[config.mk]
export PLATFORM = sky130hd
export DESIGN_NAME = multicycle_core
export DESIGN_NICKNAME = d
export VERILOG_FILES = /design/src/verilog/rv_isa_pkg.sv /design/src/verilog/core_ctrl_pkg.sv /design/src/verilog/alu_if.sv /design/src/verilog/instr_decoder.sv /design/src/verilog/reg_file.sv /design/src/verilog/seq_alu.sv /design/src/verilog/exc_detect.sv /design/src/verilog/multicycle_core.sv
export SDC_FILE = /design/constraint.sdc
export NUM_CORES = 2
export LEC_CHECK = 0
export BUFFER_PORTS_ARGS = -buffer_cell sky130_fd_sc_hd__buf_4
export CAP_MARGIN = 20
export CORE_AREA = 2 2 382 346
export CTS_CLUSTER_DIAMETER = 200
export DETAILED_ROUTE_END_ITERATION = 6
export DIE_AREA = 0 0 384 348
export SYNTH_ARGS = -nofsm -noshare
export SYNTH_HDL_FRONTEND = slang
export SYNTH_SLANG_ARGS = --single-unit
[constraint.sdc]
create_clock -name clk -period 6.26 [get_ports clk]
set_clock_uncertainty 0.05 [all_clocks]
set_input_delay 1.252 -clock clk [delete_from_list [all_inputs] [get_ports clk]]
set_output_delay 1.252 -clock clk [all_outputs]
set_load 0.05 [all_outputs]
[src/verilog/rv_isa_pkg.sv]
package rv_isa_pkg;

   localparam int XLEN = 32;

   typedef logic [XLEN-1:0] xlen_t;

   // Major opcodes of the supported groups
   typedef enum logic [6:0] {
      OP_LUI    = 7'b0110111,
      OP_AUIPC  = 7'b0010111,
      OP_JAL    = 7'b1101111,
      OP_JALR   = 7'b1100111,
      OP_BRANCH = 7'b1100011,
      OP_LOAD   = 7'b0000011,
      OP_STORE  = 7'b0100011,
      OP_IMM    = 7'b0010011,
      OP_REG    = 7'b0110011
   } opcode_t;

   ////////////////////////////////////////////////////////////
   // funct3 and funct7 fields
   ////////////////////////////////////////////////////////////

   localparam logic [2:0] F3_ADD_SUB = 3'b000;
   localparam logic [2:0] F3_SLL     = 3'b001;
   localparam logic [2:0] F3_SLT     = 3'b010;
   localparam logic [2:0] F3_SLTU    = 3'b011;
   localparam logic [2:0] F3_XOR     = 3'b100;
   localparam logic [2:0] F3_SR      = 3'b101;
   localparam logic [2:0] F3_OR      = 3'b110;
   localparam logic [2:0] F3_AND     = 3'b111;

   localparam logic [2:0] F3_BEQ  = 3'b000;
   localparam logic [2:0] F3_BNE  = 3'b001;
   localparam logic [2:0] F3_BLT  = 3'b100;
   localparam logic [2:0] F3_BGE  = 3'b101;
   localparam logic [2:0] F3_BLTU = 3'b110;
   localparam logic [2:0] F3_BGEU = 3'b111;

   // Only word loads and stores
   localparam logic [2:0] F3_WORD = 3'b010;

   localparam logic [6:0] F7_BASE = 7'b0000000;
   localparam logic [6:0] F7_ALT  = 7'b0100000;

   // addi x0, x0, 0
   localparam xlen_t NOP_INSTR = 32'h0000_0013;

   typedef enum logic [3:0] {
      ALU_ADD, ALU_SUB, ALU_AND, ALU_OR, ALU_XOR, ALU_SLT, ALU_SLTU, ALU_SLL,
      ALU_SRL, ALU_SRA, ALU_EQ, ALU_NE, ALU_LT, ALU_GE, ALU_LTU, ALU_GEU
   } alu_op_t;

   typedef enum logic [1:0] {
      MEM_NOP,
      MEM_LW,
      MEM_SW
   } mem_op_t;

endpackage

[src/verilog/core_ctrl_pkg.sv]
package core_ctrl_pkg;

   typedef enum logic [3:0] {
      PC_FETCH,
      INST_DEC,
      READ_REGS,
      ALU_START,
      ALU_WAIT,
      MEM_OP,
      WRITEBACK,
      NEXT_PC,
      NEXT_PC_WAIT
   } stage_t;

   // Register write-back source
   typedef enum logic [1:0] {
      WB_ALU,
      WB_MEM,
      WB_PC4,
      WB_IMM
   } wb_sel_t;

   typedef struct packed {
      logic [4:0]          rs1;
      logic [4:0]          rs2;
      logic [4:0]          rd;
      rv_isa_pkg::alu_op_t alu_op;
      logic                pc_op;
      logic                imm_op;
      rv_isa_pkg::mem_op_t mem_op;
      logic                reg_write;
      wb_sel_t             wb_sel;
      logic                jal;
      logic                jalr;
      logic                branch;
      logic                invalid;
   } ctrl_t;

   localparam rv_isa_pkg::xlen_t RESET_PC    = 32'h8000_0000;
   localparam rv_isa_pkg::xlen_t TRAP_VECTOR = 32'h8000_0100;

   // mcause style codes
   localparam logic [3:0] CAUSE_MISALIGNED_FETCH = 4'd0;
   localparam logic [3:0] CAUSE_ILLEGAL          = 4'd2;
   localparam logic [3:0] CAUSE_MISALIGNED_LOAD  = 4'd4;
   localparam logic [3:0] CAUSE_MISALIGNED_STORE = 4'd6;

endpackage

[src/verilog/alu_if.sv]
interface alu_if;

   logic                start;
   rv_isa_pkg::alu_op_t op;
   rv_isa_pkg::xlen_t   a;
   rv_isa_pkg::xlen_t   b;
   rv_isa_pkg::xlen_t   result;
   logic                done;

   modport master (output start, op, a, b, input result, done);
   modport slave (input start, op, a, b, output result, done);

endinterface

[src/verilog/instr_decoder.sv]
module instr_decoder (
   input  logic                 clk,
   input  logic                 rst,
   input  logic                 load_i,
   input  rv_isa_pkg::xlen_t    instr_i,
   output core_ctrl_pkg::ctrl_t ctrl_o,
   output rv_isa_pkg::xlen_t    imm_o
);

   rv_isa_pkg::xlen_t instr_q;
   logic [2:0]        f3;
   logic [6:0]        f7;
   logic              needs_f7;
   logic              f7_ok;

   function automatic rv_isa_pkg::alu_op_t arith_op(input logic [2:0] f3_i, input logic alt_i);
      arith_op = rv_isa_pkg::ALU_ADD;
      case (f3_i)
         rv_isa_pkg::F3_ADD_SUB: arith_op = alt_i ? rv_isa_pkg::ALU_SUB : rv_isa_pkg::ALU_ADD;
         rv_isa_pkg::F3_SLL:     arith_op = rv_isa_pkg::ALU_SLL;
         rv_isa_pkg::F3_SLT:     arith_op = rv_isa_pkg::ALU_SLT;
         rv_isa_pkg::F3_SLTU:    arith_op = rv_isa_pkg::ALU_SLTU;
         rv_isa_pkg::F3_XOR:     arith_op = rv_isa_pkg::ALU_XOR;
         rv_isa_pkg::F3_SR:      arith_op = alt_i ? rv_isa_pkg::ALU_SRA : rv_isa_pkg::ALU_SRL;
         rv_isa_pkg::F3_OR:      arith_op = rv_isa_pkg::ALU_OR;
         rv_isa_pkg::F3_AND:     arith_op = rv_isa_pkg::ALU_AND;
      endcase
   endfunction

   always_ff @(posedge clk) begin
      if (rst) begin
         instr_q <= rv_isa_pkg::NOP_INSTR;
      end else if (load_i) begin
         instr_q <= instr_i;
      end
   end

   assign f3 = instr_q[14:12];
   assign f7 = instr_q[31:25];

   // In OP-IMM the upper bits only matter for shifts
   assign needs_f7 = (instr_q[6:0] == rv_isa_pkg::OP_REG) ||
                     (f3 == rv_isa_pkg::F3_SLL) || (f3 == rv_isa_pkg::F3_SR);
   assign f7_ok = !needs_f7 || (f7 == rv_isa_pkg::F7_BASE) ||
                  ((f7 == rv_isa_pkg::F7_ALT) && ((f3 == rv_isa_pkg::F3_SR) ||
                   ((f3 == rv_isa_pkg::F3_ADD_SUB) && (instr_q[6:0] == rv_isa_pkg::OP_REG))));

   always_comb begin
      ctrl_o.rs1       = instr_q[19:15];
      ctrl_o.rs2       = instr_q[24:20];
      ctrl_o.rd        = instr_q[11:7];
      ctrl_o.alu_op    = rv_isa_pkg::ALU_ADD;
      ctrl_o.pc_op     = 1'b0;
      ctrl_o.imm_op    = 1'b1;
      ctrl_o.mem_op    = rv_isa_pkg::MEM_NOP;
      ctrl_o.reg_write = 1'b0;
      ctrl_o.wb_sel    = core_ctrl_pkg::WB_ALU;
      ctrl_o.jal       = 1'b0;
      ctrl_o.jalr      = 1'b0;
      ctrl_o.branch    = 1'b0;
      ctrl_o.invalid   = 1'b0;
      // I-type unless the opcode says otherwise
      imm_o = {{20{instr_q[31]}}, instr_q[31:20]};

      case (rv_isa_pkg::opcode_t'(instr_q[6:0]))
         rv_isa_pkg::OP_LUI, rv_isa_pkg::OP_AUIPC: begin
            imm_o            = {instr_q[31:12], 12'b0};
            ctrl_o.pc_op     = 1'b1;
            ctrl_o.reg_write = 1'b1;
            if (instr_q[5]) begin
               ctrl_o.wb_sel = core_ctrl_pkg::WB_IMM;
            end
         end
         rv_isa_pkg::OP_JAL: begin
            imm_o = {{11{instr_q[31]}}, instr_q[31], instr_q[19:12], instr_q[20],
                     instr_q[30:21], 1'b0};
            ctrl_o.pc_op     = 1'b1;
            ctrl_o.jal       = 1'b1;
            ctrl_o.reg_write = 1'b1;
            ctrl_o.wb_sel    = core_ctrl_pkg::WB_PC4;
         end
         rv_isa_pkg::OP_JALR: begin
            ctrl_o.jalr      = 1'b1;
            ctrl_o.reg_write = 1'b1;
            ctrl_o.wb_sel    = core_ctrl_pkg::WB_PC4;
            ctrl_o.invalid   = f3 != 3'b000;
         end
         rv_isa_pkg::OP_BRANCH: begin
            imm_o = {{19{instr_q[31]}}, instr_q[31], instr_q[7], instr_q[30:25],
                     instr_q[11:8], 1'b0};
            ctrl_o.imm_op = 1'b0;
            ctrl_o.branch = 1'b1;
            case (f3)
               rv_isa_pkg::F3_BEQ:  ctrl_o.alu_op = rv_isa_pkg::ALU_EQ;
               rv_isa_pkg::F3_BNE:  ctrl_o.alu_op = rv_isa_pkg::ALU_NE;
               rv_isa_pkg::F3_BLT:  ctrl_o.alu_op = rv_isa_pkg::ALU_LT;
               rv_isa_pkg::F3_BGE:  ctrl_o.alu_op = rv_isa_pkg::ALU_GE;
               rv_isa_pkg::F3_BLTU: ctrl_o.alu_op = rv_isa_pkg::ALU_LTU;
               rv_isa_pkg::F3_BGEU: ctrl_o.alu_op = rv_isa_pkg::ALU_GEU;
               default:             ctrl_o.invalid = 1'b1;
            endcase
         end
         rv_isa_pkg::OP_LOAD: begin
            ctrl_o.mem_op    = rv_isa_pkg::MEM_LW;
            ctrl_o.reg_write = 1'b1;
            ctrl_o.wb_sel    = core_ctrl_pkg::WB_MEM;
            ctrl_o.invalid   = f3 != rv_isa_pkg::F3_WORD;
         end
         rv_isa_pkg::OP_STORE: begin
            imm_o          = {{20{instr_q[31]}}, instr_q[31:25], instr_q[11:7]};
            ctrl_o.mem_op  = rv_isa_pkg::MEM_SW;
            ctrl_o.invalid = f3 != rv_isa_pkg::F3_WORD;
         end
         rv_isa_pkg::OP_IMM, rv_isa_pkg::OP_REG: begin
            ctrl_o.imm_op    = !instr_q[5];
            ctrl_o.reg_write = 1'b1;
            ctrl_o.alu_op    = arith_op(f3, needs_f7 && (f7 == rv_isa_pkg::F7_ALT));
            ctrl_o.invalid   = !f7_ok;
         end
         default: ctrl_o.invalid = 1'b1;
      endcase
   end

endmodule

[src/verilog/reg_file.sv]
module reg_file (
   input  logic              clk,
   input  logic [4:0]        rs1_i,
   input  logic [4:0]        rs2_i,
   input  logic [4:0]        rd_i,
   input  logic              we_i,
   input  rv_isa_pkg::xlen_t wdata_i,
   output rv_isa_pkg::xlen_t rdata1_o,
   output rv_isa_pkg::xlen_t rdata2_o
);

   rv_isa_pkg::xlen_t regs [32];

   always_ff @(posedge clk) begin
      if (we_i && (rd_i != 5'd0)) begin
         regs[rd_i] <= wdata_i;
      end
   end

   // x0 reads as zero whatever the array holds
   assign rdata1_o = (rs1_i == 5'd0) ? '0 : regs[rs1_i];
   assign rdata2_o = (rs2_i == 5'd0) ? '0 : regs[rs2_i];

endmodule

[src/verilog/seq_alu.sv]
module seq_alu (
   input logic  clk,
   input logic  rst,
   alu_if.slave alu
);

   rv_isa_pkg::xlen_t   acc_q;
   rv_isa_pkg::xlen_t   quick;
   rv_isa_pkg::alu_op_t op_q;
   logic [4:0]          count_q;
   logic                busy_q;
   logic                is_shift;

   assign is_shift = alu.op inside {rv_isa_pkg::ALU_SLL, rv_isa_pkg::ALU_SRL,
                                    rv_isa_pkg::ALU_SRA};

   assign alu.result = acc_q;
   assign alu.done   = busy_q && (count_q == 5'd0);

   // Single-cycle operations
   always_comb begin
      case (alu.op)
         rv_isa_pkg::ALU_SUB: quick = alu.a - alu.b;
         rv_isa_pkg::ALU_AND: quick = alu.a & alu.b;
         rv_isa_pkg::ALU_OR:  quick = alu.a | alu.b;
         rv_isa_pkg::ALU_XOR: quick = alu.a ^ alu.b;
         rv_isa_pkg::ALU_EQ:  quick = 32'(alu.a == alu.b);
         rv_isa_pkg::ALU_NE:  quick = 32'(alu.a != alu.b);
         rv_isa_pkg::ALU_SLT, rv_isa_pkg::ALU_LT: quick = 32'($signed(alu.a) < $signed(alu.b));
         rv_isa_pkg::ALU_GE:  quick = 32'($signed(alu.a) >= $signed(alu.b));
         rv_isa_pkg::ALU_SLTU, rv_isa_pkg::ALU_LTU: quick = 32'(alu.a < alu.b);
         rv_isa_pkg::ALU_GEU: quick = 32'(alu.a >= alu.b);
         default:             quick = alu.a + alu.b;
      endcase
   end

   ////////////////////////////////////////////////////////////
   // Shift one bit per cycle until the count runs out
   ////////////////////////////////////////////////////////////

   always_ff @(posedge clk) begin
      if (rst) begin
         busy_q  <= 1'b0;
         count_q <= 5'd0;
      end else if (alu.start) begin
         busy_q  <= 1'b1;
         count_q <= is_shift ? alu.b[4:0] : 5'd0;
      end else if (busy_q) begin
         if (count_q == 5'd0) begin
            busy_q <= 1'b0;
         end else begin
            count_q <= count_q - 5'd1;
         end
      end
   end

   always_ff @(posedge clk) begin
      if (alu.start) begin
         acc_q <= is_shift ? alu.a : quick;
         op_q  <= alu.op;
      end else if (busy_q && (count_q != 5'd0)) begin
         case (op_q)
            rv_isa_pkg::ALU_SLL: acc_q <= acc_q << 1;
            rv_isa_pkg::ALU_SRL: acc_q <= acc_q >> 1;
            default:             acc_q <= {acc_q[31], acc_q[31:1]};
         endcase
      end
   end

endmodule

[src/verilog/exc_detect.sv]
module exc_detect (
   input  core_ctrl_pkg::ctrl_t ctrl_i,
   input  rv_isa_pkg::xlen_t    data_addr_i,
   input  rv_isa_pkg::xlen_t    jump_dst_i,
   input  logic                 jump_i,
   output logic                 exc_o,
   output logic [3:0]           cause_o
);

   logic data_misaligned;
   logic jump_misaligned;

   assign data_misaligned = (ctrl_i.mem_op != rv_isa_pkg::MEM_NOP) &&
                            (data_addr_i[1:0] != 2'b00);
   assign jump_misaligned = jump_i && (jump_dst_i[1:0] != 2'b00);

   assign exc_o = ctrl_i.invalid || data_misaligned || jump_misaligned;

   // Illegal first, then data address, then jump target
   always_comb begin
      if (ctrl_i.invalid) begin
         cause_o = core_ctrl_pkg::CAUSE_ILLEGAL;
      end else if (data_misaligned) begin
         cause_o = (ctrl_i.mem_op == rv_isa_pkg::MEM_LW) ?
                   core_ctrl_pkg::CAUSE_MISALIGNED_LOAD : core_ctrl_pkg::CAUSE_MISALIGNED_STORE;
      end else begin
         cause_o = core_ctrl_pkg::CAUSE_MISALIGNED_FETCH;
      end
   end

endmodule

[src/verilog/multicycle_core.sv]
module multicycle_core (
   input  logic                clk,
   input  logic                rst,
   output rv_isa_pkg::mem_op_t mem_op_o,
   output rv_isa_pkg::xlen_t   addr_o,
   output rv_isa_pkg::xlen_t   wdata_o,
   input  rv_isa_pkg::xlen_t   rdata_i,
   output rv_isa_pkg::xlen_t   pc_o,
   output logic                exception_o,
   output logic [3:0]          exc_cause_o
);

   core_ctrl_pkg::stage_t stage_q;
   core_ctrl_pkg::stage_t stage_d;
   core_ctrl_pkg::ctrl_t  ctrl;
   rv_isa_pkg::xlen_t     pc_q;
   rv_isa_pkg::xlen_t     pc_d;
   rv_isa_pkg::xlen_t     imm;
   rv_isa_pkg::xlen_t     rs1_data;
   rv_isa_pkg::xlen_t     rs2_data;
   rv_isa_pkg::xlen_t     wb_data;
   rv_isa_pkg::xlen_t     jump_dst;
   logic                  rf_we;
   logic                  exc;
   logic                  jump;
   logic                  branch_taken;
   logic                  branch_q;

   alu_if alu_bus ();

   assign pc_o = pc_q;

   instr_decoder u_decoder (
      .clk,
      .rst,
      .load_i  (stage_q == core_ctrl_pkg::INST_DEC),
      .instr_i (rdata_i),
      .ctrl_o  (ctrl),
      .imm_o   (imm)
   );

   reg_file u_regs (
      .clk,
      .rs1_i    (ctrl.rs1),
      .rs2_i    (ctrl.rs2),
      .rd_i     (ctrl.rd),
      .we_i     (rf_we),
      .wdata_i  (wb_data),
      .rdata1_o (rs1_data),
      .rdata2_o (rs2_data)
   );

   seq_alu u_alu (
      .clk,
      .rst,
      .alu (alu_bus)
   );

   // Compare result sits in bit zero until the PC add starts
   assign branch_taken = ctrl.branch && alu_bus.result[0];
   assign jump = ctrl.jal || ctrl.jalr || ((stage_q == core_ctrl_pkg::NEXT_PC_WAIT) && branch_q);
   assign jump_dst = ctrl.jalr ? {alu_bus.result[31:1], 1'b0} : alu_bus.result;

   exc_detect u_exc (
      .ctrl_i      (ctrl),
      .data_addr_i (alu_bus.result),
      .jump_dst_i  (jump_dst),
      .jump_i      (jump),
      .exc_o       (exc),
      .cause_o     (exc_cause_o)
   );

   always_comb begin
      case (ctrl.wb_sel)
         core_ctrl_pkg::WB_MEM: wb_data = rdata_i;
         core_ctrl_pkg::WB_PC4: wb_data = pc_q + 32'd4;
         core_ctrl_pkg::WB_IMM: wb_data = imm;
         default:               wb_data = alu_bus.result;
      endcase
   end

   always_ff @(posedge clk) begin
      if (rst) begin
         stage_q  <= core_ctrl_pkg::PC_FETCH;
         pc_q     <= core_ctrl_pkg::RESET_PC;
         branch_q <= 1'b0;
      end else begin
         stage_q <= stage_d;
         if (stage_d == core_ctrl_pkg::PC_FETCH) begin
            pc_q <= pc_d;
         end
         if (stage_q == core_ctrl_pkg::NEXT_PC) begin
            branch_q <= branch_taken;
         end
      end
   end

   ////////////////////////////////////////////////////////////
   // Stage sequencer
   ////////////////////////////////////////////////////////////

   always_comb begin
      stage_d       = stage_q;
      pc_d          = pc_q;
      mem_op_o      = rv_isa_pkg::MEM_NOP;
      addr_o        = pc_q;
      wdata_o       = '0;
      rf_we         = 1'b0;
      exception_o   = 1'b0;
      alu_bus.start = 1'b0;
      alu_bus.op    = ctrl.alu_op;
      alu_bus.a     = ctrl.pc_op ? pc_q : rs1_data;
      alu_bus.b     = ctrl.imm_op ? imm : rs2_data;

      case (stage_q)
         // Address set up one cycle ahead of the read
         core_ctrl_pkg::PC_FETCH: stage_d = core_ctrl_pkg::INST_DEC;
         core_ctrl_pkg::INST_DEC: begin
            mem_op_o = rv_isa_pkg::MEM_LW;
            stage_d  = core_ctrl_pkg::READ_REGS;
         end
         core_ctrl_pkg::READ_REGS: begin
            stage_d = ctrl.invalid ? core_ctrl_pkg::NEXT_PC : core_ctrl_pkg::ALU_START;
         end
         core_ctrl_pkg::ALU_START: begin
            alu_bus.start = 1'b1;
            stage_d       = core_ctrl_pkg::ALU_WAIT;
         end
         core_ctrl_pkg::ALU_WAIT: begin
            if (alu_bus.done) begin
               stage_d = core_ctrl_pkg::MEM_OP;
            end
         end
         core_ctrl_pkg::MEM_OP: begin
            addr_o  = alu_bus.result;
            wdata_o = rs2_data;
            // A faulting access never reaches memory
            if (!exc) begin
               mem_op_o = ctrl.mem_op;
            end
            stage_d = (ctrl.reg_write && !exc) ? core_ctrl_pkg::WRITEBACK : core_ctrl_pkg::NEXT_PC;
         end
         core_ctrl_pkg::WRITEBACK: begin
            addr_o  = alu_bus.result;
            rf_we   = ctrl.reg_write && !exc;
            stage_d = core_ctrl_pkg::NEXT_PC;
         end
         core_ctrl_pkg::NEXT_PC: begin
            alu_bus.op = rv_isa_pkg::ALU_ADD;
            alu_bus.a  = pc_q;
            alu_bus.b  = branch_taken ? imm : 32'd4;
            if (exc) begin
               exception_o = 1'b1;
               pc_d        = core_ctrl_pkg::TRAP_VECTOR;
               stage_d     = core_ctrl_pkg::PC_FETCH;
            end else if (ctrl.jal || ctrl.jalr) begin
               pc_d    = jump_dst;
               stage_d = core_ctrl_pkg::PC_FETCH;
            end else begin
               alu_bus.start = 1'b1;
               stage_d       = core_ctrl_pkg::NEXT_PC_WAIT;
            end
         end
         core_ctrl_pkg::NEXT_PC_WAIT: begin
            if (alu_bus.done) begin
               stage_d = core_ctrl_pkg::PC_FETCH;
               pc_d    = alu_bus.result;
               // Taken branch landing off a word boundary
               if (exc) begin
                  exception_o = 1'b1;
                  pc_d        = core_ctrl_pkg::TRAP_VECTOR;
               end
            end
         end
         default: stage_d = core_ctrl_pkg::PC_FETCH;
      endcase
   end

endmodule

==> qor.txt <==
CTS Hold Bufs: 0
area fraction of the dominant cell type after synthesis: 52.48%
RSZ-0062 raised after global routing: false
Post-Syn Instances: 4,008
status: finished clean
synth top area cells: edfxtp_1 52%, mux4_2 22%, dfxtp_1 2.8%
post-synthesis mux area share: 25.42%
vias in the first global route: 39,998
CTS H-tree depth: 3
Leak Pwr: 22.39 nW
Synth area leader: edfxtp_1
fin crit period: 6095 ps
Die Y: 348 µm
io pins: 137
syn_area_per_cell: 15.13 µm²
Seq/Total Area, Yosys: 55.29%
largest family of logic cells by synthesized area: multiplexers
die area: 0.1336 mm²
Mapped Area: 0.06065 mm²
Setup violations, final: 0
Placeable Area: 0.1301 mm²
CP max stage cell: mux4_2
GRT Total Usage: 31.58%
WP data required: 6650 ps
Switching Power: 9.307 mW
Post-Synth Simple-Gate Area: 6.088%
clk root buf: clkbuf_16
number of enable flip-flop cells after synthesis: 1,060
DRT Pass-1 Iters: 6
Seq. cell area: 0.03356 mm²
yosys warns: 0
GRT overflow: 0
Max-slew headroom: 30.22%
hold path depth: 2
CP delay by family, top: compound AO/OA/AOI/OAI gates
synth cell count leaders: 1,060 x edfxtp_1, 601 x mux4_2, 293 x nand2_1
ys flop type: edfxtp_1
Via Count: 41,490
final WL: 212,700 µm
Int Pwr: 16.50 mW
Worst-path clk slew: 70 ps
CP Launch Type: register
final hold violation count: 0
Iteration-0 DRC Markers: 5,649
Hold WC Path Type: register to register
most common cell in the netlist: edfxtp_1
Worst-Margin Slew: 1045 ps
maximum clock path buffer count: 3
Clk network pwr share: 26.3%
Compound-Gate Fraction of Synth Area: 7.678%
Setup TNS: 0 ps
worst-skew pair later-pin latency: 750 ps
Final HPWL DP: 139,200 µm
footprint of the multi-input gates: 0.02602 mm²
layout cell share with drive strength beyond 1: 32.10%
CTS tree: done
Vias/cell: 6.749
Placed Cells: 5,918
Post-DRT Antenna Nets: 0
Power per Cell Area: 369.6 mW/mm²
RePlAce Congestion: 1.051
die width: 384 µm
total power: 25.81 mW
global-route wire length before repair: 298,600 µm
Post-CTS Resized: 0
share of power burned in registers: 35.7%
CP Depth: 22
crit path DAT: 6490 ps
R2R depth: 22
layout filler cell count: 10,542
largest net degree at the start of global routing: 76
adder-cell area share of the yosys netlist: 2.005%
drt drc: 0
Port Buf Inserts: 134
Setup Buffers After CTS: 0
Final nets: 4,441
Net Sw Frac: 36.06%
CP max stage delay: 530 ps
flops & latches, synth: 1,145
CP dominant cell by count: buf_4
Unique masters post-synth: 107
CP Class: register to register
Post-Layout Cell Count: 6,148
Gate power share: 38.0%
endpoint class of the critical path: register
Buf+Inv Stages, Crit Path: 6
CP Cell Sequence: buf_4 > mux4_2 > mux4_2 > mux2i_1 > buf_4 > o21ai_0 > buf_4 > inv_1 > ha_1 > inv_1 > fa_1 > a21boi_1 > o31ai_4 > o31ai_4 > a21boi_4 > o211ai_4 > a31oi_4 > nor2b_1 > a22o_1 > a221oi_1 > buf_4 > a311oi_1
clock buffer count from CTS: 118
Max Cap Viol: 0
area grow syn2layout: 15.12%
Max IR drop VDD: 0.0002652 V
row count: 126
FMAX: 164.1 MHz
WL per Instance: 34.59 µm
CP max FO: 8
initial antenna violation count: 8
XOR/XNOR Fraction of Synth Area: 0.7220%
clock sink total: 1,145
final-report max-slew violation count: 0
Final period util: 97.36%
Initial Util: 46.63%
Async SR Flop Fraction: 0%
[worst paths after layout]
| path | startpoint | to | slack (ps) |
|---|---|---|---|
| min | branch_q$_SDFFE_PP0P_ | branch_q$_SDFFE_PP0P_ | 410 |
| min reg2reg | branch_q$_SDFFE_PP0P_ | branch_q$_SDFFE_PP0P_ | 410 |
| max | register | u_alu.alu.result[24]$_DFFE_PP_ | 170 |
| max reg2reg | register | u_alu.alu.result[24]$_DFFE_PP_ | 170 |
[metrics by stage]
stage          instance area [µm²]  hold WS, ps  setup WS, ps  utilization (%)
2_1_floorplan                60770        382.8         115.4                -
3_3_place_gp                 66050        394.7         194.7            50.78
3_5_place_dp                 66080        397.8         299.8            50.80
4_1_cts                      69770        406.8         245.0            53.64
5_1_grt                      69820        426.7         33.55            53.68
6_report                     69820        409.8         165.1            53.68
[sequential cells by signal, summed over array words and instances, names as in the netlist, named ones only]
register / count
branch_q: 1
pc_o: 32
stage_q: 4
u_alu.alu.result: 32
u_alu.busy_q: 1
u_alu.count_q: 5
u_alu.op_q: 4
u_decoder.instr_q: 32
u_regs.regs: 1024
[tightest hold or removal path: stages, from the launching register on]
cell     delay, ps
dfxtp_1        310
nand2_1         50
a21oi_1         50
[power groups by stage]
stage,combinational (mW),clock (mW),sequential [mW]
floorplan,5.97,0,9.21
global placement,9.56,0,9.37
detailed placement,9.54,0,9.37
CTS,9.57,6.87,9.21
global route,10.3,7.17,9.23
finish,9.80,6.78,9.22
[placed cells by master (no fill, tap or decap), types with 16 or more instances in the layout]
master     synthesis  final
edfxtp_1        1060   1060
nand3_1           69     68
mux2i_1          121    121
xor2_1            16     16
buf_4              5    413
and2_1            19     19
clkbuf_1         214     26
nor3_1            37     36
inv_1            102    102
a31oi_1           37     24
mux4_2           601    601
and3_1            23     22
o22ai_1           51     43
o21bai_1          21     21
mux2_2            56     56
buf_12             1     41
dfxtp_1           85     76
nor2_4             0     32
clkbuf_16          0    119
nor2_1           229    191
xnor2_1           34     34
clkinv_2           0     24
a21oi_1          227    224
ha_1              94     93
conb_1             1     34
clkinv_1           1     28
o21ai_0          150    148
nand2_1          293    293
a22oi_1           33     33
nand2b_1          18     18
a211oi_1          28     28
[metal layers]
layer | up-vias | GRT usage (%) | wire length, µm
met2 | 2562 | 47.80 | 96840
met1 | 21604 | 44.99 | 84170
met5 | - | 0 | 31
met4 | 4 | 12.18 | 9046
met3 | 462 | 6.672 | 22600
li1 | 16858 | - | -
[kinds of logic after synthesis]
logic type,after synthesis
DFF,1145
adders and majority gates,96
muxes,780
xor gates and xnor gates,50
buffers and inverters,413
other,1
and+or+nand+nor,798
AOI/OAI and AO/OA,725
[cell type report]
type | instances | share of cell area (%)
Tap cell | 1728 | 3.097
Clock buffer | 147 | 4.444
Multi-Input combinational cell | 2483 | 37.27
Antenna cell | 5 | 0.01792
Inverter | 105 | 0.5645
Sequential cell | 1145 | 48.07
Clock inverter | 77 | 0.8441
Timing Repair Buffer | 458 | 5.686
Note: power is estimated with default switching activity, not from simulation.
